### config.mk
export PLATFORM = sky130hd
export DESIGN_NAME = axi_addr_decoder_flat
export DESIGN_NICKNAME = d
export VERILOG_FILES = /design/src/soc_pkg.sv /design/src/axi_lite_if.sv /design/src/axi_addr_decoder.sv /design/src/flat_wrapper.sv
export VERILOG_INCLUDE_DIRS = /design/src
export SDC_FILE = /design/constraint.sdc
export NUM_CORES = 1
export LEC_CHECK = 0
export BUFFER_PORTS_ARGS = -buffer_cell sky130_fd_sc_hd__buf_4
export CORE_AREA = 3 3 169 171
export CTS_BUF_LIST = sky130_fd_sc_hd__clkbuf_4
export DETAILED_ROUTE_END_ITERATION = 12
export DIE_AREA = 0 0 172 174
export SLEW_MARGIN = 5
export SYNTH_ARGS = -nofsm -noshare
export SYNTH_HDL_FRONTEND = slang
export SYNTH_SLANG_ARGS = --single-unit
### constraint.sdc
create_clock -name clk_i -period 3.3 [get_ports clk_i]
set_clock_uncertainty 0.15 [all_clocks]
set_input_delay 0.495 -clock clk_i [delete_from_list [all_inputs] [get_ports clk_i]]
set_output_delay 0.495 -clock clk_i [all_outputs]
set_load 0.01 [all_outputs]
### src/soc_cfg.svh
`ifndef SOC_CFG_SVH
`define SOC_CFG_SVH

// Bus widths
`define DATA_W 32
// One strobe per byte lane
`define STRB_W 4

// Slave select field is addr[31:17]
`define SEL_LSB 17
`define SEL_RAM 0
`define SEL_UART 2

// On-chip RAM, 1 KiB
`define RAM_WORDS 256
// Word index width, log2 of RAM_WORDS
`define RAM_AW 8

// Serial bit period in clocks
`define UART_CLKS_PER_BIT 16

`endif

### src/soc_pkg.sv
package soc_pkg;

	// AXI response codes
	typedef enum logic [1:0] {
		OKAY   = 2'b00,
		SLVERR = 2'b10,
		DECERR = 2'b11
	} axi_resp_e;

	// Decoded target of the address
	typedef enum logic [1:0] {
		SEL_NONE_T, // Unmapped, answered by decoder
		SEL_RAM_T,
		SEL_UART_T
	} slave_sel_e;

	// Bridge FSM
	typedef enum logic [1:0] {
		MST_IDLE,
		MST_READ,
		MST_WRITE
	} mst_state_e;

	// Transmitter FSM, one state per frame part
	typedef enum logic [1:0] {
		TX_IDLE,
		TX_START,
		TX_DATA,
		TX_STOP
	} uart_state_e;

endpackage

### src/axi_lite_if.sv
`timescale 1ns/1ps
`include "soc_cfg.svh"

interface axi_lite_if;
	// Read address (AR)
	logic               arvalid;
	logic               arready;
	logic [`DATA_W-1:0] araddr;
	// Read data (R)
	logic               rvalid;
	logic               rready;
	logic [`DATA_W-1:0] rdata;
	soc_pkg::axi_resp_e rresp;
	// Write address (AW)
	logic               awvalid;
	logic               awready;
	logic [`DATA_W-1:0] awaddr;
	// Write data (W)
	logic               wvalid;
	logic               wready;
	logic [`DATA_W-1:0] wdata;
	logic [`STRB_W-1:0] wstrb;
	// Write response (B)
	logic               bvalid;
	logic               bready;
	soc_pkg::axi_resp_e bresp;

	modport mst (
		output arvalid, araddr, rready, awvalid, awaddr, wvalid, wdata, wstrb, bready,
		input  arready, rvalid, rdata, rresp, awready, wready, bvalid, bresp
	);

	modport slv (
		input  arvalid, araddr, rready, awvalid, awaddr, wvalid, wdata, wstrb, bready,
		output arready, rvalid, rdata, rresp, awready, wready, bvalid, bresp
	);
endinterface

### src/axi_addr_decoder.sv
`timescale 1ns/1ps
`include "soc_cfg.svh"

module axi_addr_decoder (
	input  logic    clk_i,
	input  logic    rst_i,
	axi_lite_if.slv up,   // From bridge
	axi_lite_if.mst ram,
	axi_lite_if.mst uart
);

soc_pkg::slave_sel_e dec_sel, sel_q, sel;
logic               busy_q;        // One transaction in flight
logic               err_rvalid_q;  // Decode error responder
logic               err_bvalid_q;
logic [`DATA_W-1:0] req_addr;
logic               ar_hs, aw_hs, r_hs, b_hs;

function automatic soc_pkg::slave_sel_e decode(input logic [`DATA_W-1:0] addr);
	logic [`DATA_W-`SEL_LSB-1:0] field;
	field = addr[`DATA_W-1:`SEL_LSB];
	if (field == (`DATA_W-`SEL_LSB)'(`SEL_RAM))
		return soc_pkg::SEL_RAM_T;
	if (field == (`DATA_W-`SEL_LSB)'(`SEL_UART))
		return soc_pkg::SEL_UART_T;
	return soc_pkg::SEL_NONE_T;
endfunction

assign req_addr = up.arvalid ? up.araddr : up.awaddr;
assign dec_sel  = decode(req_addr);
assign sel      = busy_q ? sel_q : dec_sel; // Live decode only before address transfer

// Valids and response readies go to the selected slave only
assign ram.arvalid  = up.arvalid && (sel == soc_pkg::SEL_RAM_T);
assign ram.awvalid  = up.awvalid && (sel == soc_pkg::SEL_RAM_T);
assign ram.wvalid   = up.wvalid  && (sel == soc_pkg::SEL_RAM_T);
assign ram.rready   = up.rready  && (sel == soc_pkg::SEL_RAM_T);
assign ram.bready   = up.bready  && (sel == soc_pkg::SEL_RAM_T);
assign uart.arvalid = up.arvalid && (sel == soc_pkg::SEL_UART_T);
assign uart.awvalid = up.awvalid && (sel == soc_pkg::SEL_UART_T);
assign uart.wvalid  = up.wvalid  && (sel == soc_pkg::SEL_UART_T);
assign uart.rready  = up.rready  && (sel == soc_pkg::SEL_UART_T);
assign uart.bready  = up.bready  && (sel == soc_pkg::SEL_UART_T);

// Payload shared, qualified by the valids above
assign ram.araddr  = up.araddr;
assign ram.awaddr  = up.awaddr;
assign ram.wdata   = up.wdata;
assign ram.wstrb   = up.wstrb;
assign uart.araddr = up.araddr;
assign uart.awaddr = up.awaddr;
assign uart.wdata  = up.wdata;
assign uart.wstrb  = up.wstrb;

always_comb begin
	case (sel)
		soc_pkg::SEL_RAM_T: begin
			up.arready = ram.arready;
			up.awready = ram.awready;
			up.wready  = ram.wready;
			up.rvalid  = ram.rvalid;
			up.rdata   = ram.rdata;
			up.rresp   = ram.rresp;
			up.bvalid  = ram.bvalid;
			up.bresp   = ram.bresp;
		end
		soc_pkg::SEL_UART_T: begin
			up.arready = uart.arready;
			up.awready = uart.awready;
			up.wready  = uart.wready;
			up.rvalid  = uart.rvalid;
			up.rdata   = uart.rdata;
			up.rresp   = uart.rresp;
			up.bvalid  = uart.bvalid;
			up.bresp   = uart.bresp;
		end
		default: begin
			// Unmapped, AW and W taken together
			up.arready = !busy_q;
			up.awready = !busy_q && up.wvalid;
			up.wready  = !busy_q && up.awvalid;
			up.rvalid  = err_rvalid_q;
			up.rdata   = '0;
			up.rresp   = soc_pkg::DECERR;
			up.bvalid  = err_bvalid_q;
			up.bresp   = soc_pkg::DECERR;
		end
	endcase
end

assign ar_hs = up.arvalid && up.arready;
assign aw_hs = up.awvalid && up.awready; // W transfers in the same cycle
assign r_hs  = up.rvalid && up.rready;
assign b_hs  = up.bvalid && up.bready;

always_ff @(posedge clk_i) begin
	if (rst_i) begin
		busy_q       <= 1'b0;
		sel_q        <= soc_pkg::SEL_NONE_T;
		err_rvalid_q <= 1'b0;
		err_bvalid_q <= 1'b0;
	end else begin
		if (ar_hs || aw_hs) begin
			busy_q <= 1'b1;
			sel_q  <= dec_sel; // Hold target until response
		end else if (r_hs || b_hs) begin
			busy_q <= 1'b0;
		end
		if (ar_hs && dec_sel == soc_pkg::SEL_NONE_T)
			err_rvalid_q <= 1'b1;
		else if (r_hs)
			err_rvalid_q <= 1'b0;
		if (aw_hs && dec_sel == soc_pkg::SEL_NONE_T)
			err_bvalid_q <= 1'b1;
		else if (b_hs)
			err_bvalid_q <= 1'b0;
	end
end

// Never two slaves addressed at once
assert property (@(posedge clk_i) disable iff (rst_i)
	$onehot0({ram.arvalid || ram.awvalid || ram.wvalid,
	          uart.arvalid || uart.awvalid || uart.wvalid}))
	else $error("axi_addr_decoder: more than one slave selected");

endmodule

### src/flat_wrapper.sv
// flat-port wrapper written by rule: the top's interface ports become plain ports
module axi_addr_decoder_flat 
  (clk_i, rst_i, up_arvalid, up_araddr, up_rready, up_awvalid, up_awaddr, up_wvalid, up_wdata, up_wstrb, up_bready, up_arready, up_rvalid, up_rdata, up_rresp, up_awready, up_wready, up_bvalid, up_bresp, ram_arvalid, ram_araddr, ram_rready, ram_awvalid, ram_awaddr, ram_wvalid, ram_wdata, ram_wstrb, ram_bready, ram_arready, ram_rvalid, ram_rdata, ram_rresp, ram_awready, ram_wready, ram_bvalid, ram_bresp, uart_arvalid, uart_araddr, uart_rready, uart_awvalid, uart_awaddr, uart_wvalid, uart_wdata, uart_wstrb, uart_bready, uart_arready, uart_rvalid, uart_rdata, uart_rresp, uart_awready, uart_wready, uart_bvalid, uart_bresp);
  axi_lite_if up_i ();
  axi_lite_if ram_i ();
  axi_lite_if uart_i ();
  input  logic clk_i;
  input  logic rst_i;
  input wire logic [$bits(up_i.arvalid)-1:0] up_arvalid;
  input wire logic [$bits(up_i.araddr)-1:0] up_araddr;
  input wire logic [$bits(up_i.rready)-1:0] up_rready;
  input wire logic [$bits(up_i.awvalid)-1:0] up_awvalid;
  input wire logic [$bits(up_i.awaddr)-1:0] up_awaddr;
  input wire logic [$bits(up_i.wvalid)-1:0] up_wvalid;
  input wire logic [$bits(up_i.wdata)-1:0] up_wdata;
  input wire logic [$bits(up_i.wstrb)-1:0] up_wstrb;
  input wire logic [$bits(up_i.bready)-1:0] up_bready;
  output wire logic [$bits(up_i.arready)-1:0] up_arready;
  output wire logic [$bits(up_i.rvalid)-1:0] up_rvalid;
  output wire logic [$bits(up_i.rdata)-1:0] up_rdata;
  output wire logic [$bits(up_i.rresp)-1:0] up_rresp;
  output wire logic [$bits(up_i.awready)-1:0] up_awready;
  output wire logic [$bits(up_i.wready)-1:0] up_wready;
  output wire logic [$bits(up_i.bvalid)-1:0] up_bvalid;
  output wire logic [$bits(up_i.bresp)-1:0] up_bresp;
  output wire logic [$bits(ram_i.arvalid)-1:0] ram_arvalid;
  output wire logic [$bits(ram_i.araddr)-1:0] ram_araddr;
  output wire logic [$bits(ram_i.rready)-1:0] ram_rready;
  output wire logic [$bits(ram_i.awvalid)-1:0] ram_awvalid;
  output wire logic [$bits(ram_i.awaddr)-1:0] ram_awaddr;
  output wire logic [$bits(ram_i.wvalid)-1:0] ram_wvalid;
  output wire logic [$bits(ram_i.wdata)-1:0] ram_wdata;
  output wire logic [$bits(ram_i.wstrb)-1:0] ram_wstrb;
  output wire logic [$bits(ram_i.bready)-1:0] ram_bready;
  input wire logic [$bits(ram_i.arready)-1:0] ram_arready;
  input wire logic [$bits(ram_i.rvalid)-1:0] ram_rvalid;
  input wire logic [$bits(ram_i.rdata)-1:0] ram_rdata;
  input wire logic [$bits(ram_i.rresp)-1:0] ram_rresp;
  input wire logic [$bits(ram_i.awready)-1:0] ram_awready;
  input wire logic [$bits(ram_i.wready)-1:0] ram_wready;
  input wire logic [$bits(ram_i.bvalid)-1:0] ram_bvalid;
  input wire logic [$bits(ram_i.bresp)-1:0] ram_bresp;
  output wire logic [$bits(uart_i.arvalid)-1:0] uart_arvalid;
  output wire logic [$bits(uart_i.araddr)-1:0] uart_araddr;
  output wire logic [$bits(uart_i.rready)-1:0] uart_rready;
  output wire logic [$bits(uart_i.awvalid)-1:0] uart_awvalid;
  output wire logic [$bits(uart_i.awaddr)-1:0] uart_awaddr;
  output wire logic [$bits(uart_i.wvalid)-1:0] uart_wvalid;
  output wire logic [$bits(uart_i.wdata)-1:0] uart_wdata;
  output wire logic [$bits(uart_i.wstrb)-1:0] uart_wstrb;
  output wire logic [$bits(uart_i.bready)-1:0] uart_bready;
  input wire logic [$bits(uart_i.arready)-1:0] uart_arready;
  input wire logic [$bits(uart_i.rvalid)-1:0] uart_rvalid;
  input wire logic [$bits(uart_i.rdata)-1:0] uart_rdata;
  input wire logic [$bits(uart_i.rresp)-1:0] uart_rresp;
  input wire logic [$bits(uart_i.awready)-1:0] uart_awready;
  input wire logic [$bits(uart_i.wready)-1:0] uart_wready;
  input wire logic [$bits(uart_i.bvalid)-1:0] uart_bvalid;
  input wire logic [$bits(uart_i.bresp)-1:0] uart_bresp;
  assign up_i.arvalid = up_arvalid;
  assign up_i.araddr = up_araddr;
  assign up_i.rready = up_rready;
  assign up_i.awvalid = up_awvalid;
  assign up_i.awaddr = up_awaddr;
  assign up_i.wvalid = up_wvalid;
  assign up_i.wdata = up_wdata;
  assign up_i.wstrb = up_wstrb;
  assign up_i.bready = up_bready;
  assign up_arready = up_i.arready;
  assign up_rvalid = up_i.rvalid;
  assign up_rdata = up_i.rdata;
  assign up_rresp = up_i.rresp;
  assign up_awready = up_i.awready;
  assign up_wready = up_i.wready;
  assign up_bvalid = up_i.bvalid;
  assign up_bresp = up_i.bresp;
  assign ram_arvalid = ram_i.arvalid;
  assign ram_araddr = ram_i.araddr;
  assign ram_rready = ram_i.rready;
  assign ram_awvalid = ram_i.awvalid;
  assign ram_awaddr = ram_i.awaddr;
  assign ram_wvalid = ram_i.wvalid;
  assign ram_wdata = ram_i.wdata;
  assign ram_wstrb = ram_i.wstrb;
  assign ram_bready = ram_i.bready;
  assign ram_i.arready = ram_arready;
  assign ram_i.rvalid = ram_rvalid;
  assign ram_i.rdata = ram_rdata;
  assign ram_i.rresp = ram_rresp;
  assign ram_i.awready = ram_awready;
  assign ram_i.wready = ram_wready;
  assign ram_i.bvalid = ram_bvalid;
  assign ram_i.bresp = ram_bresp;
  assign uart_arvalid = uart_i.arvalid;
  assign uart_araddr = uart_i.araddr;
  assign uart_rready = uart_i.rready;
  assign uart_awvalid = uart_i.awvalid;
  assign uart_awaddr = uart_i.awaddr;
  assign uart_wvalid = uart_i.wvalid;
  assign uart_wdata = uart_i.wdata;
  assign uart_wstrb = uart_i.wstrb;
  assign uart_bready = uart_i.bready;
  assign uart_i.arready = uart_arready;
  assign uart_i.rvalid = uart_rvalid;
  assign uart_i.rdata = uart_rdata;
  assign uart_i.rresp = uart_rresp;
  assign uart_i.awready = uart_awready;
  assign uart_i.wready = uart_wready;
  assign uart_i.bvalid = uart_bvalid;
  assign uart_i.bresp = uart_bresp;
  axi_addr_decoder u_core (.clk_i(clk_i), .rst_i(rst_i), .up(up_i), .ram(ram_i), .uart(uart_i));
endmodule
==> results.py, run 1 <==
metrics = {
    "run_status": {
        "outcome": "finished, final reports clean",
    },
    "logic_synthesis": {
        "synth_top_area_share_pct": 60.6,
        "synth_largest_area_cell": "buf_4",
        "async_reset_ff_share_pct": 0,
        "synth.avg_cell_area_um2": 7.04,
        "synth.net_count": 543,
        "synth_seq_cells": 5,
        "yosysMostFrequentCell": "buf_4",
        "synthTopCellsByCount": "buf_4, nor2_1, a22oi_1",
        "ys_seq_area_share_pct": 4.04,
        "ys_warn_count": 0,
        "ys.flop_type": "dfxtp_1",
        "synthCells": 352,
        "synth_edf_count": 0,
        "synth.cell_area_um2": 2480,
        "ys_top_cells_by_area": "buf_4, a22oi_1, nor2_1",
        "synth_cell_types": 31,
    },
    "sta": {
        "fmax_ghz": 0.313,
        "hold_viol_final": 0,
        "rsz0062_at_grt": "no",
        "slew_headroom_pct": 77.3,
        "finalCriticalPeriod_ps": 3190,
        "tightest_slew_ps": 339,
        "worst_slack_ps": 109,
        "setup_viol": 0,
        "slew_violations": 0,
        "fin_crit_sh_pct": 96.7,
    },
    "route": {
        "drc_errors": 0,
        "ant_nets": 0,
        "first_pass_iters": 4,
        "finalWirelength_um": 10800,
        "wl_per_cell_um": 14.6,
        "vias": 2309,
        "dr.first_iter.drc_count": 98,
        "viasPerCell": 3.14,
    },
    "clock_tree": {
        "numCtsBuffers": 3,
        "hold_buffers": 0,
        "h-tree-depth": 1,
        "cts_num_sinks": 5,
        "cts_buffer_depth": 2,
        "cts.clk_slew.worst_paths_ps": 40,
        "cts_tree": "yes",
        "cts_root_buffer": "clkbuf_4",
        "clk_latency_ps": 240,
    },
    "critical_path": {
        "endpoint": "up_bresp[1]",
        "cp_common_cell": "buf_4",
        "cp.arrival_ps": 2550,
        "startpoint_type": "input pin",
        "crit_fanout": 24,
        "cp_slowest_cell": "o31a_1",
        "critical_path.endpoint_type": "output pin",
        "cpPeakStageDelay_ps": 330,
        "path_class": "in2out",
        "r2r_end": "u_core.sel_q[0]",
        "startpoint": "up_awaddr[28]",
        "reg2reg_depth": 8,
        "r2r_start": "u_core.busy_q",
        "worstPathRequired_ps": 2650,
        "cp_cell_sequence": "buf_4 > nor4_4 > nand2_2 > a22o_4 > o31a_1 > ha_4 > buf_12 > a221o_1 > buf_4",
        "r2r_setup_slack_ps": 1020,
    },
    "cells_and_area": {
        "layout.nets": 586,
        "syn2layout_area_growth_pct": 44.5,
        "fillCellCount": 3097,
        "drive_gt1_share_pct": 71.1,
    },
    "grt": {
        "grt_usage_pct": 6.03,
        "grt_pass1_vias": 2229,
        "grt_pass1_wl_um": 13900,
        "overflow": 0,
        "antenna_found_initial": 1,
        "grt_max_degree": 28,
    },
    "placed_design": {
        "hpwlAfterDp_um": 8860,
        "dp_slack_ps": -99.7,
        "gp_congestion": 0.719,
        "io_buffers": 229,
    },
    "floorplanning": {
        "die_y_um": 174,
        "dieArea_um2": 29900,
        "start_util_pct": 9.17,
        "coreArea_um2": 27000,
        "io_pins": 440,
        "rows": 60,
        "die_w_um": 172,
    },
    "min_path": {
        "worstHoldPathCells": 2,
        "hp-class": "reg2reg",
    },
    "flow_run": {
        "maxCapViolations": 0,
    },
    "power": {
        "vdd_drop_max_uv": 107,
        "leakage_nw": 1.57,
        "power.density_nw_per_um2": 120,
        "p_total_mw": 0.429,
    },
}
==> critical path, delay by kind of cell <==
kind	cells	cell delay, ps
buf+inv	3	430
fa+ha+maj	1	290
compound gates	3	890
simple gates	2	410
==> power by group <==
part           switching (mW)  leakage (nW)  internal (mW)
Combinational           0.111          1.51          0.167
Sequential            0.00652        0.0411         0.0652
Clock                  0.0252        0.0184         0.0539
Total                   0.143          1.57          0.286
==> layout by cell type, fill, tap and decap left out, types with 2 or more instances in the layout <==
master,count
a22o_1,2
nor4_4,4
buf_12,8
and2_1,10
nor2_1,36
a21oi_2,2
a221oi_2,2
dfxtp_1,5
a22oi_1,33
clkbuf_16,3
clkbuf_4,4
ha_4,2
nand2b_1,2
buf_4,242
nand2_1,8
a22oi_2,2
a21oi_1,3
nand2_2,2
nor4b_2,2
a221o_1,4
buf_6,2
==> layout make-up <==
class                      count  area, µm²  area share, %
antenna                        1       2.50         0.0699
inverter                       2       7.51          0.210
tap                          341        427           11.9
clock buffer                   4       30.0          0.838
timing repair buffer         255       2070           57.9
multi-input combinational    128        941           26.3
sequential                     5        100           2.79
==> registers in the layout, indices dropped and copies added (netlist names) <==
name / flops
u_core.sel_q: 2
u_core.err_rvalid_q: 1
u_core.busy_q: 1
u_core.err_bvalid_q: 1
==> routing by layer <==
layer / part of all wire (%) / wire length [µm] / GRT usage (%)
met4: 5.4 / 581 / 4.03
met3: 12 / 1310 / 2.82
met1: 36 / 3830 / 6.69
met2: 47 / 5060 / 9.13
met5: 0 / 0 / 0
==> through the flow <==
stage / utilization, % / instance area, µm² / std cells / hold WS [ps] / setup TNS (ps)
after CTS: 12.5 / 3370 / 731 / 296 / 0
after global placement: 12.2 / 3310 / 727 / 287 / -1200
final: 13.3 / 3580 / 736 / 298 / 0
after floorplan: - / 2480 / 352 / 265 / 0
after global routing: 13.3 / 3580 / 736 / 297 / 0
after detailed placement: 12.2 / 3310 / 727 / 294 / -1580
==> how the worst min path moves through the flow <==
stage	from	end	slack, ps
floorplan	u_core.err_rvalid_q	u_core.err_rvalid_q	270
global placement	u_core.err_rvalid_q	u_core.err_rvalid_q	290
detailed placement	u_core.err_rvalid_q	u_core.err_rvalid_q	290
CTS	rst_i	u_core.err_bvalid_q	300
global route	rst_i	u_core.err_bvalid_q	300
finish	u_core.err_rvalid_q	u_core.err_rvalid_q	300
==> repair_timing <==
action                                  CTS  global route
hold endpoints to repair                  0             0
setup buffers                             0             3
endpoints found under the setup margin   24            26
gates resized for setup                   4            21
gates cloned                              0             3
pin swaps                                 0            10
==> cells by family (layout without fill, tap and decap cells) <==
family          Yosys count  count (layout)  synth area share [%]
fa+ha+maj                 2               2                  1.01
flops                     5               5                  4.04
buf+inv                 219             261                  63.9
simple gates             69              69                  13.3
mux                       1               1                 0.404
compound gates           56              56                  17.4
other cells               0               1                     0
(Power assumes the default switching activity.)
==> run 2: changes to the inputs <==
CORE_AREA = 3 3 171 173   (was 3 3 169 171)
CTS_CLUSTER_DIAMETER = 120   (was unset)
DIE_AREA = 0 0 174 176   (was 0 0 172 174)
SLEW_MARGIN = unset   (was 5)
clock period = 3.7 ns   (was 3.3 ns; I/O delays follow)
==> run 2 against run 1 <==
Hold slack worse by 6.8 ps; sequential share of layout area rose by 0.17 points; utilization down 1.1 points; critical path type unchanged; largest power group unchanged; highest routed layer unchanged.
==> results.py, run 2 (synthesis gave the netlist of run 1 again) <==
metrics = {
    "grt": {
        "overflow": 0,
        "grt_pass1_wl_um": 14200,
        "grt_usage_pct": 6.02,
        "grt_pass1_vias": 2225,
        "grt_max_degree": 32,
        "antenna_found_initial": 0,
    },
    "power": {
        "power.density_nw_per_um2": 108,
        "leakage_nw": 1.49,
        "pwr-share-comb_pct": 63.4,
        "switching_power_mw": 0.114,
        "seqPwrFrac_pct": 17.5,
        "internal-power_mw": 0.249,
        "vdd_drop_max_uv": 182,
        "p_sw_share_pct": 31.4,
        "p_total_mw": 0.363,
        "clkPwrFrac_pct": 19.0,
    },
    "min_path": {
        "hp-class": "reg2reg",
        "worstHoldPathCells": 2,
        "hp-start": "u_core.err_rvalid_q",
        "min_to": "u_core.err_rvalid_q",
    },
    "critical_path": {
        "r2r_setup_slack_ps": 1190,
        "r2r_end": "u_core.sel_q[0]",
        "crit_fanout": 19,
        "reg2reg_depth": 10,
        "critical_path.endpoint_type": "output pin",
        "worstPathRequired_ps": 2990,
        "startpoint_type": "input pin",
        "cp_cell_sequence": "buf_4 > nor4_1 > buf_4 > nand2_1 > a22o_1 > nor3_1 > a21oi_1 > ha_2 > buf_12 > a221oi_4 > a21oi_1 > buf_4 > buf_4",
        "cpPeakStageDelay_ps": 300,
        "path_class": "in2out",
        "cp.arrival_ps": 2800,
        "cp_slowest_cell": "nor4_1",
        "cp_common_cell": "buf_4",
        "r2r_start": "u_core.busy_q",
    },
    "clock_tree": {
        "cts_num_sinks": 5,
        "numCtsBuffers": 3,
        "hold_buffers": 0,
        "h-tree-depth": 1,
        "cts.clk_slew.worst_paths_ps": 40,
        "cts_buffer_depth": 2,
        "cts_tree": "yes",
        "cts_root_buffer": "clkbuf_4",
        "clk_latency_ps": 240,
        "post_cts_buffers": 0,
    },
    "cells_and_area": {
        "final_common_cell": "buf_4",
        "final_util_pct": 12.2,
        "syn2layout_area_growth_pct": 36.2,
        "largest_register_ffs": 2,
        "layout.nets": 581,
        "drive_gt1_share_pct": 67.4,
        "antenna_cells": 0,
        "design_area_um2": 3380,
        "regMostFlops": "u_core.sel_q",
        "fillCellCount": 3242,
        "layout_common_cells": "buf_4, nor2_1, a22oi_1, nand2_1, and2_1",
    },
    "sta": {
        "tightest_slew_ps": 425,
        "finalSetupTns_ps": 0,
        "worst_slack_ps": 198,
        "fmax_ghz": 0.286,
        "setup_viol": 0,
        "fin_crit_sh_pct": 94.6,
        "slew_violations": 0,
        "rsz0062_at_grt": "no",
        "finalCriticalPeriod_ps": 3500,
        "slew_headroom_pct": 70.8,
        "hold_viol_final": 0,
    },
    "placed_design": {
        "gp_congestion": 0.691,
        "place_area_um2": 3320,
        "dp_slack_ps": -133,
        "io_buffers": 229,
        "hpwlAfterDp_um": 9230,
    },
    "route": {
        "ant_nets": 0,
        "finalWirelength_um": 10600,
        "vias": 2271,
        "dr.first_iter.drc_count": 105,
        "viasPerCell": 2.96,
        "wl_per_cell_um": 13.8,
        "first_pass_iters": 4,
        "drc_errors": 0,
    },
    "floorplanning": {
        "die_w_um": 174,
        "rows": 61,
        "coreArea_um2": 27800,
        "dieArea_um2": 30600,
        "io_pins": 440,
        "start_util_pct": 8.92,
        "die_y_um": 176,
    },
    "run_status": {
        "outcome": "finished, final reports clean",
    },
    "flow_run": {
        "maxCapViolations": 0,
    },
}
run 2: critical path, delay by kind of cell:
family          cells  cell delay, ps
compound gates      4             750
fa+ha+maj           1             200
buf+inv             5             710
simple gates        3             580
run 2: repair_timing:
action                     4_1_cts  5_1_grt
gates resized for setup          1        4
pin swaps                        0        0
setup endpoints to repair        1       24
run 2: final cells by class:
class	count	area (µm²)	area share, %
Inverter	2	7.51	0.222
Clock buffer	4	30.0	0.889
Timing Repair Buffer	250	1940	57.5
Tap cell	378	473	14.0
Sequential cell	5	100	2.96
Multi-Input combinational cell	128	823	24.4
run 2: how the worst max path moves through the flow:
| stage | endpoint | cells past startpoint | start |
|---|---|---|---|
| 6_report | up_wready | 13 | up_awaddr[28] |
| 5_1_grt | up_wready | 13 | up_awaddr[28] |
| 4_1_cts | up_wready | 13 | up_awaddr[28] |
| 3_5_place_dp | up_wready | 13 | up_awaddr[28] |
| 3_3_place_gp | up_wready | 13 | up_awaddr[28] |
| 2_1_floorplan | up_rdata[15] | 10 | up_arvalid |
run 2: per-stage QoR:
step	hold WS (ps)	std cells
after floorplan	265	352
after global placement	284	763
after detailed placement	284	763
after CTS	292	767
after global routing	335	767
final	291	767
run 2: power by group through the flow:
stage / clock network, mW / logic (mW) / registers [mW]
global route: 0.0789 / 0.248 / 0.0646
CTS: 0.0725 / 0.233 / 0.0639
global placement: 0 / 0.231 / 0.0645
finish: 0.0691 / 0.231 / 0.0637
floorplan: 0 / 0.251 / 0.0602
detailed placement: 0 / 0.232 / 0.0648
run 2: per-layer routing:
layer / global-route usage (%) / wire, µm / part of all wire, %
met3: 2.43 / 1160 / 11
met1: 6.34 / 3600 / 34
met5: 0 / 0 / 0
met2: 10.2 / 5280 / 50
met4: 3.35 / 516 / 4.9
==> run 3: changes to the inputs <==
CORE_AREA = 3 3 169 171   (was 3 3 171 173)
DIE_AREA = 0 0 172 174   (was 0 0 174 176)
clock period = 3.45 ns   (was 3.7 ns; I/O delays follow)
==> run 3 against run 2 <==
Sequential share of layout area barely moved; highest routed layer unchanged; design area fell by 0.78%; largest cell class unchanged; non-clock buffer count fell by 1; largest power group unchanged; flip-flop and latch count did not move.
==> results.py, run 3 (synthesis gave the netlist of run 1 again) <==
metrics = {
    "critical_path": {
        "cp_cell_sequence": "buf_4 > nor4_4 > buf_4 > nand2_1 > a22o_4 > o31a_1 > ha_4 > buf_4 > buf_4 > a22oi_1 > nor2_1 > buf_4",
        "startpoint": "up_awaddr[28]",
        "r2r_start": "u_core.busy_q",
        "cp.arrival_ps": 2650,
        "cp_slowest_cell": "a22o_4",
        "r2r_setup_slack_ps": 1170,
        "crit_fanout": 12,
        "startpoint_type": "input pin",
        "critical_path.endpoint_type": "output pin",
        "reg2reg_depth": 8,
        "cpPeakStageDelay_ps": 300,
        "cp_common_cell": "buf_4",
        "path_class": "in2out",
        "worstPathRequired_ps": 2780,
    },
    "power": {
        "leakage_nw": 1.49,
        "p_sw_share_pct": 32.9,
        "seqPwrFrac_pct": 17.1,
        "internal-power_mw": 0.269,
        "power.density_nw_per_um2": 120,
        "vdd_drop_max_uv": 97.1,
        "pwr-share-comb_pct": 63.8,
        "clkPwrFrac_pct": 19.2,
        "switching_power_mw": 0.132,
    },
    "clock_tree": {
        "cts.clk_slew.worst_paths_ps": 50,
        "numCtsBuffers": 3,
        "cts_root_buffer": "clkbuf_4",
        "post_cts_buffers": 0,
        "h-tree-depth": 1,
        "cts_num_sinks": 5,
        "hold_buffers": 0,
        "cts_buffer_depth": 2,
        "cts_tree": "yes",
        "clk_latency_ps": 240,
    },
    "min_path": {
        "worstHoldPathCells": 2,
        "hp-start": "u_core.err_rvalid_q",
        "hp-class": "reg2reg",
    },
    "cells_and_area": {
        "fillCellCount": 3125,
        "final_util_pct": 12.4,
        "fin_cells": 730,
        "layout.nets": 580,
        "largest_register_ffs": 2,
        "final_common_cell": "buf_4",
        "layout_common_cells": "buf_4, nor2_1, a22oi_1, nand2_1, and2_1",
        "drive_gt1_share_pct": 68.8,
        "syn2layout_area_growth_pct": 35.2,
        "regMostFlops": "u_core.sel_q",
    },
    "sta": {
        "tightest_slew_ps": 331,
        "hold_viol_final": 0,
        "slew_violations": 0,
        "rsz0062_at_grt": "no",
        "setup_viol": 0,
        "slew_headroom_pct": 77.9,
        "fmax_ghz": 0.302,
        "finalCriticalPeriod_ps": 3310,
        "fin_crit_sh_pct": 96.0,
    },
    "placed_design": {
        "gp_congestion": 0.714,
        "placed_cells": 725,
        "io_buffers": 229,
        "hpwlAfterDp_um": 8870,
    },
    "route": {
        "viasPerCell": 3.05,
        "dr.first_iter.drc_count": 107,
        "first_pass_iters": 4,
        "vias": 2230,
        "finalWirelength_um": 10300,
        "ant_nets": 0,
        "drc_errors": 0,
        "wl_per_cell_um": 14.0,
    },
    "grt": {
        "overflow": 0,
        "grt_pass1_vias": 2313,
        "antenna_found_initial": 1,
        "grt_max_degree": 28,
        "grt_pass1_wl_um": 14300,
        "grt_usage_pct": 6.14,
    },
    "floorplanning": {
        "io_pins": 440,
        "die_y_um": 174,
        "die_w_um": 172,
        "dieArea_um2": 29900,
        "start_util_pct": 9.17,
        "rows": 60,
        "coreArea_um2": 27000,
    },
    "run_status": {
        "outcome": "finished, final reports clean",
    },
    "flow_run": {
        "maxCapViolations": 0,
    },
}
==> run 3: cell types whose count changed in the layout (fill, tap and decap cells not counted), sizes merged <==
| cell | before | now |
|---|---|---|
| buf | 250 | 249 |
| diode | 0 | 1 |
==> run 3: worst paths after layout <==
kind                               to
setup / recovery          up_rdata[0]
hold / removal    u_core.err_rvalid_q
setup reg to reg      u_core.sel_q[1]
hold reg to reg   u_core.err_rvalid_q
==> run 3: final cells by class <==
cell class / count / area (µm²) / area share, %
antenna: 1 / 2.50 / 0.0747
clock buffer: 4 / 30.0 / 0.896
inverter: 2 / 7.51 / 0.224
multi-input combinational: 128 / 873 / 26.1
sequential: 5 / 100 / 2.99
tap: 341 / 427 / 12.7
timing repair buffer: 249 / 1910 / 57.0
==> run 3: per-layer routing <==
| metal | wire [µm] | global-route usage [%] | share of wire [%] |
|---|---|---|---|
| met1 | 3590 | 6.66 | 35 |
| met2 | 4820 | 9.50 | 47 |
| met3 | 1260 | 2.84 | 12 |
| met4 | 582 | 4.13 | 5.7 |
| met5 | 0 | 0 | 0 |
==> run 3: critical path: cells and delay by family <==
family | cells | cell delay, ps
adders and majority gates | 1 | 200
AOI/OAI and AO/OA | 3 | 790
and+or+nand+nor | 3 | 400
buffers and inverters | 5 | 720
==> run 3: power by group through the flow <==
stage          Combinational, mW  Clock (mW)  Sequential [mW]
2_1_floorplan              0.269           0           0.0646
3_3_place_gp               0.255           0           0.0687
3_5_place_dp               0.256           0           0.0689
4_1_cts                    0.258      0.0793           0.0678
5_1_grt                    0.276      0.0828           0.0692
6_report                   0.256      0.0769           0.0685
==> run 3: through the flow <==
stage / instance area [µm²] / power (mW) / hold WS [ps] / TNS [ps] / setup WS (ps)
after global routing: 3350 / 0.428 / 321 / 0 / 10.1
after CTS: 3280 / 0.405 / 306 / 0 / 8.89
final: 3350 / 0.401 / 301 / 0 / 137
after global placement: 3240 / 0.323 / 289 / -90.8 / -14.9
after detailed placement: 3240 / 0.325 / 298 / 0 / 6.32
after floorplan: 2480 / 0.334 / 265 / 0 / 153
==> run 3: repair_timing <==
action,in CTS,in global routing
resized for setup,2,12
endpoints found under the setup margin,4,31
pin swaps,0,0
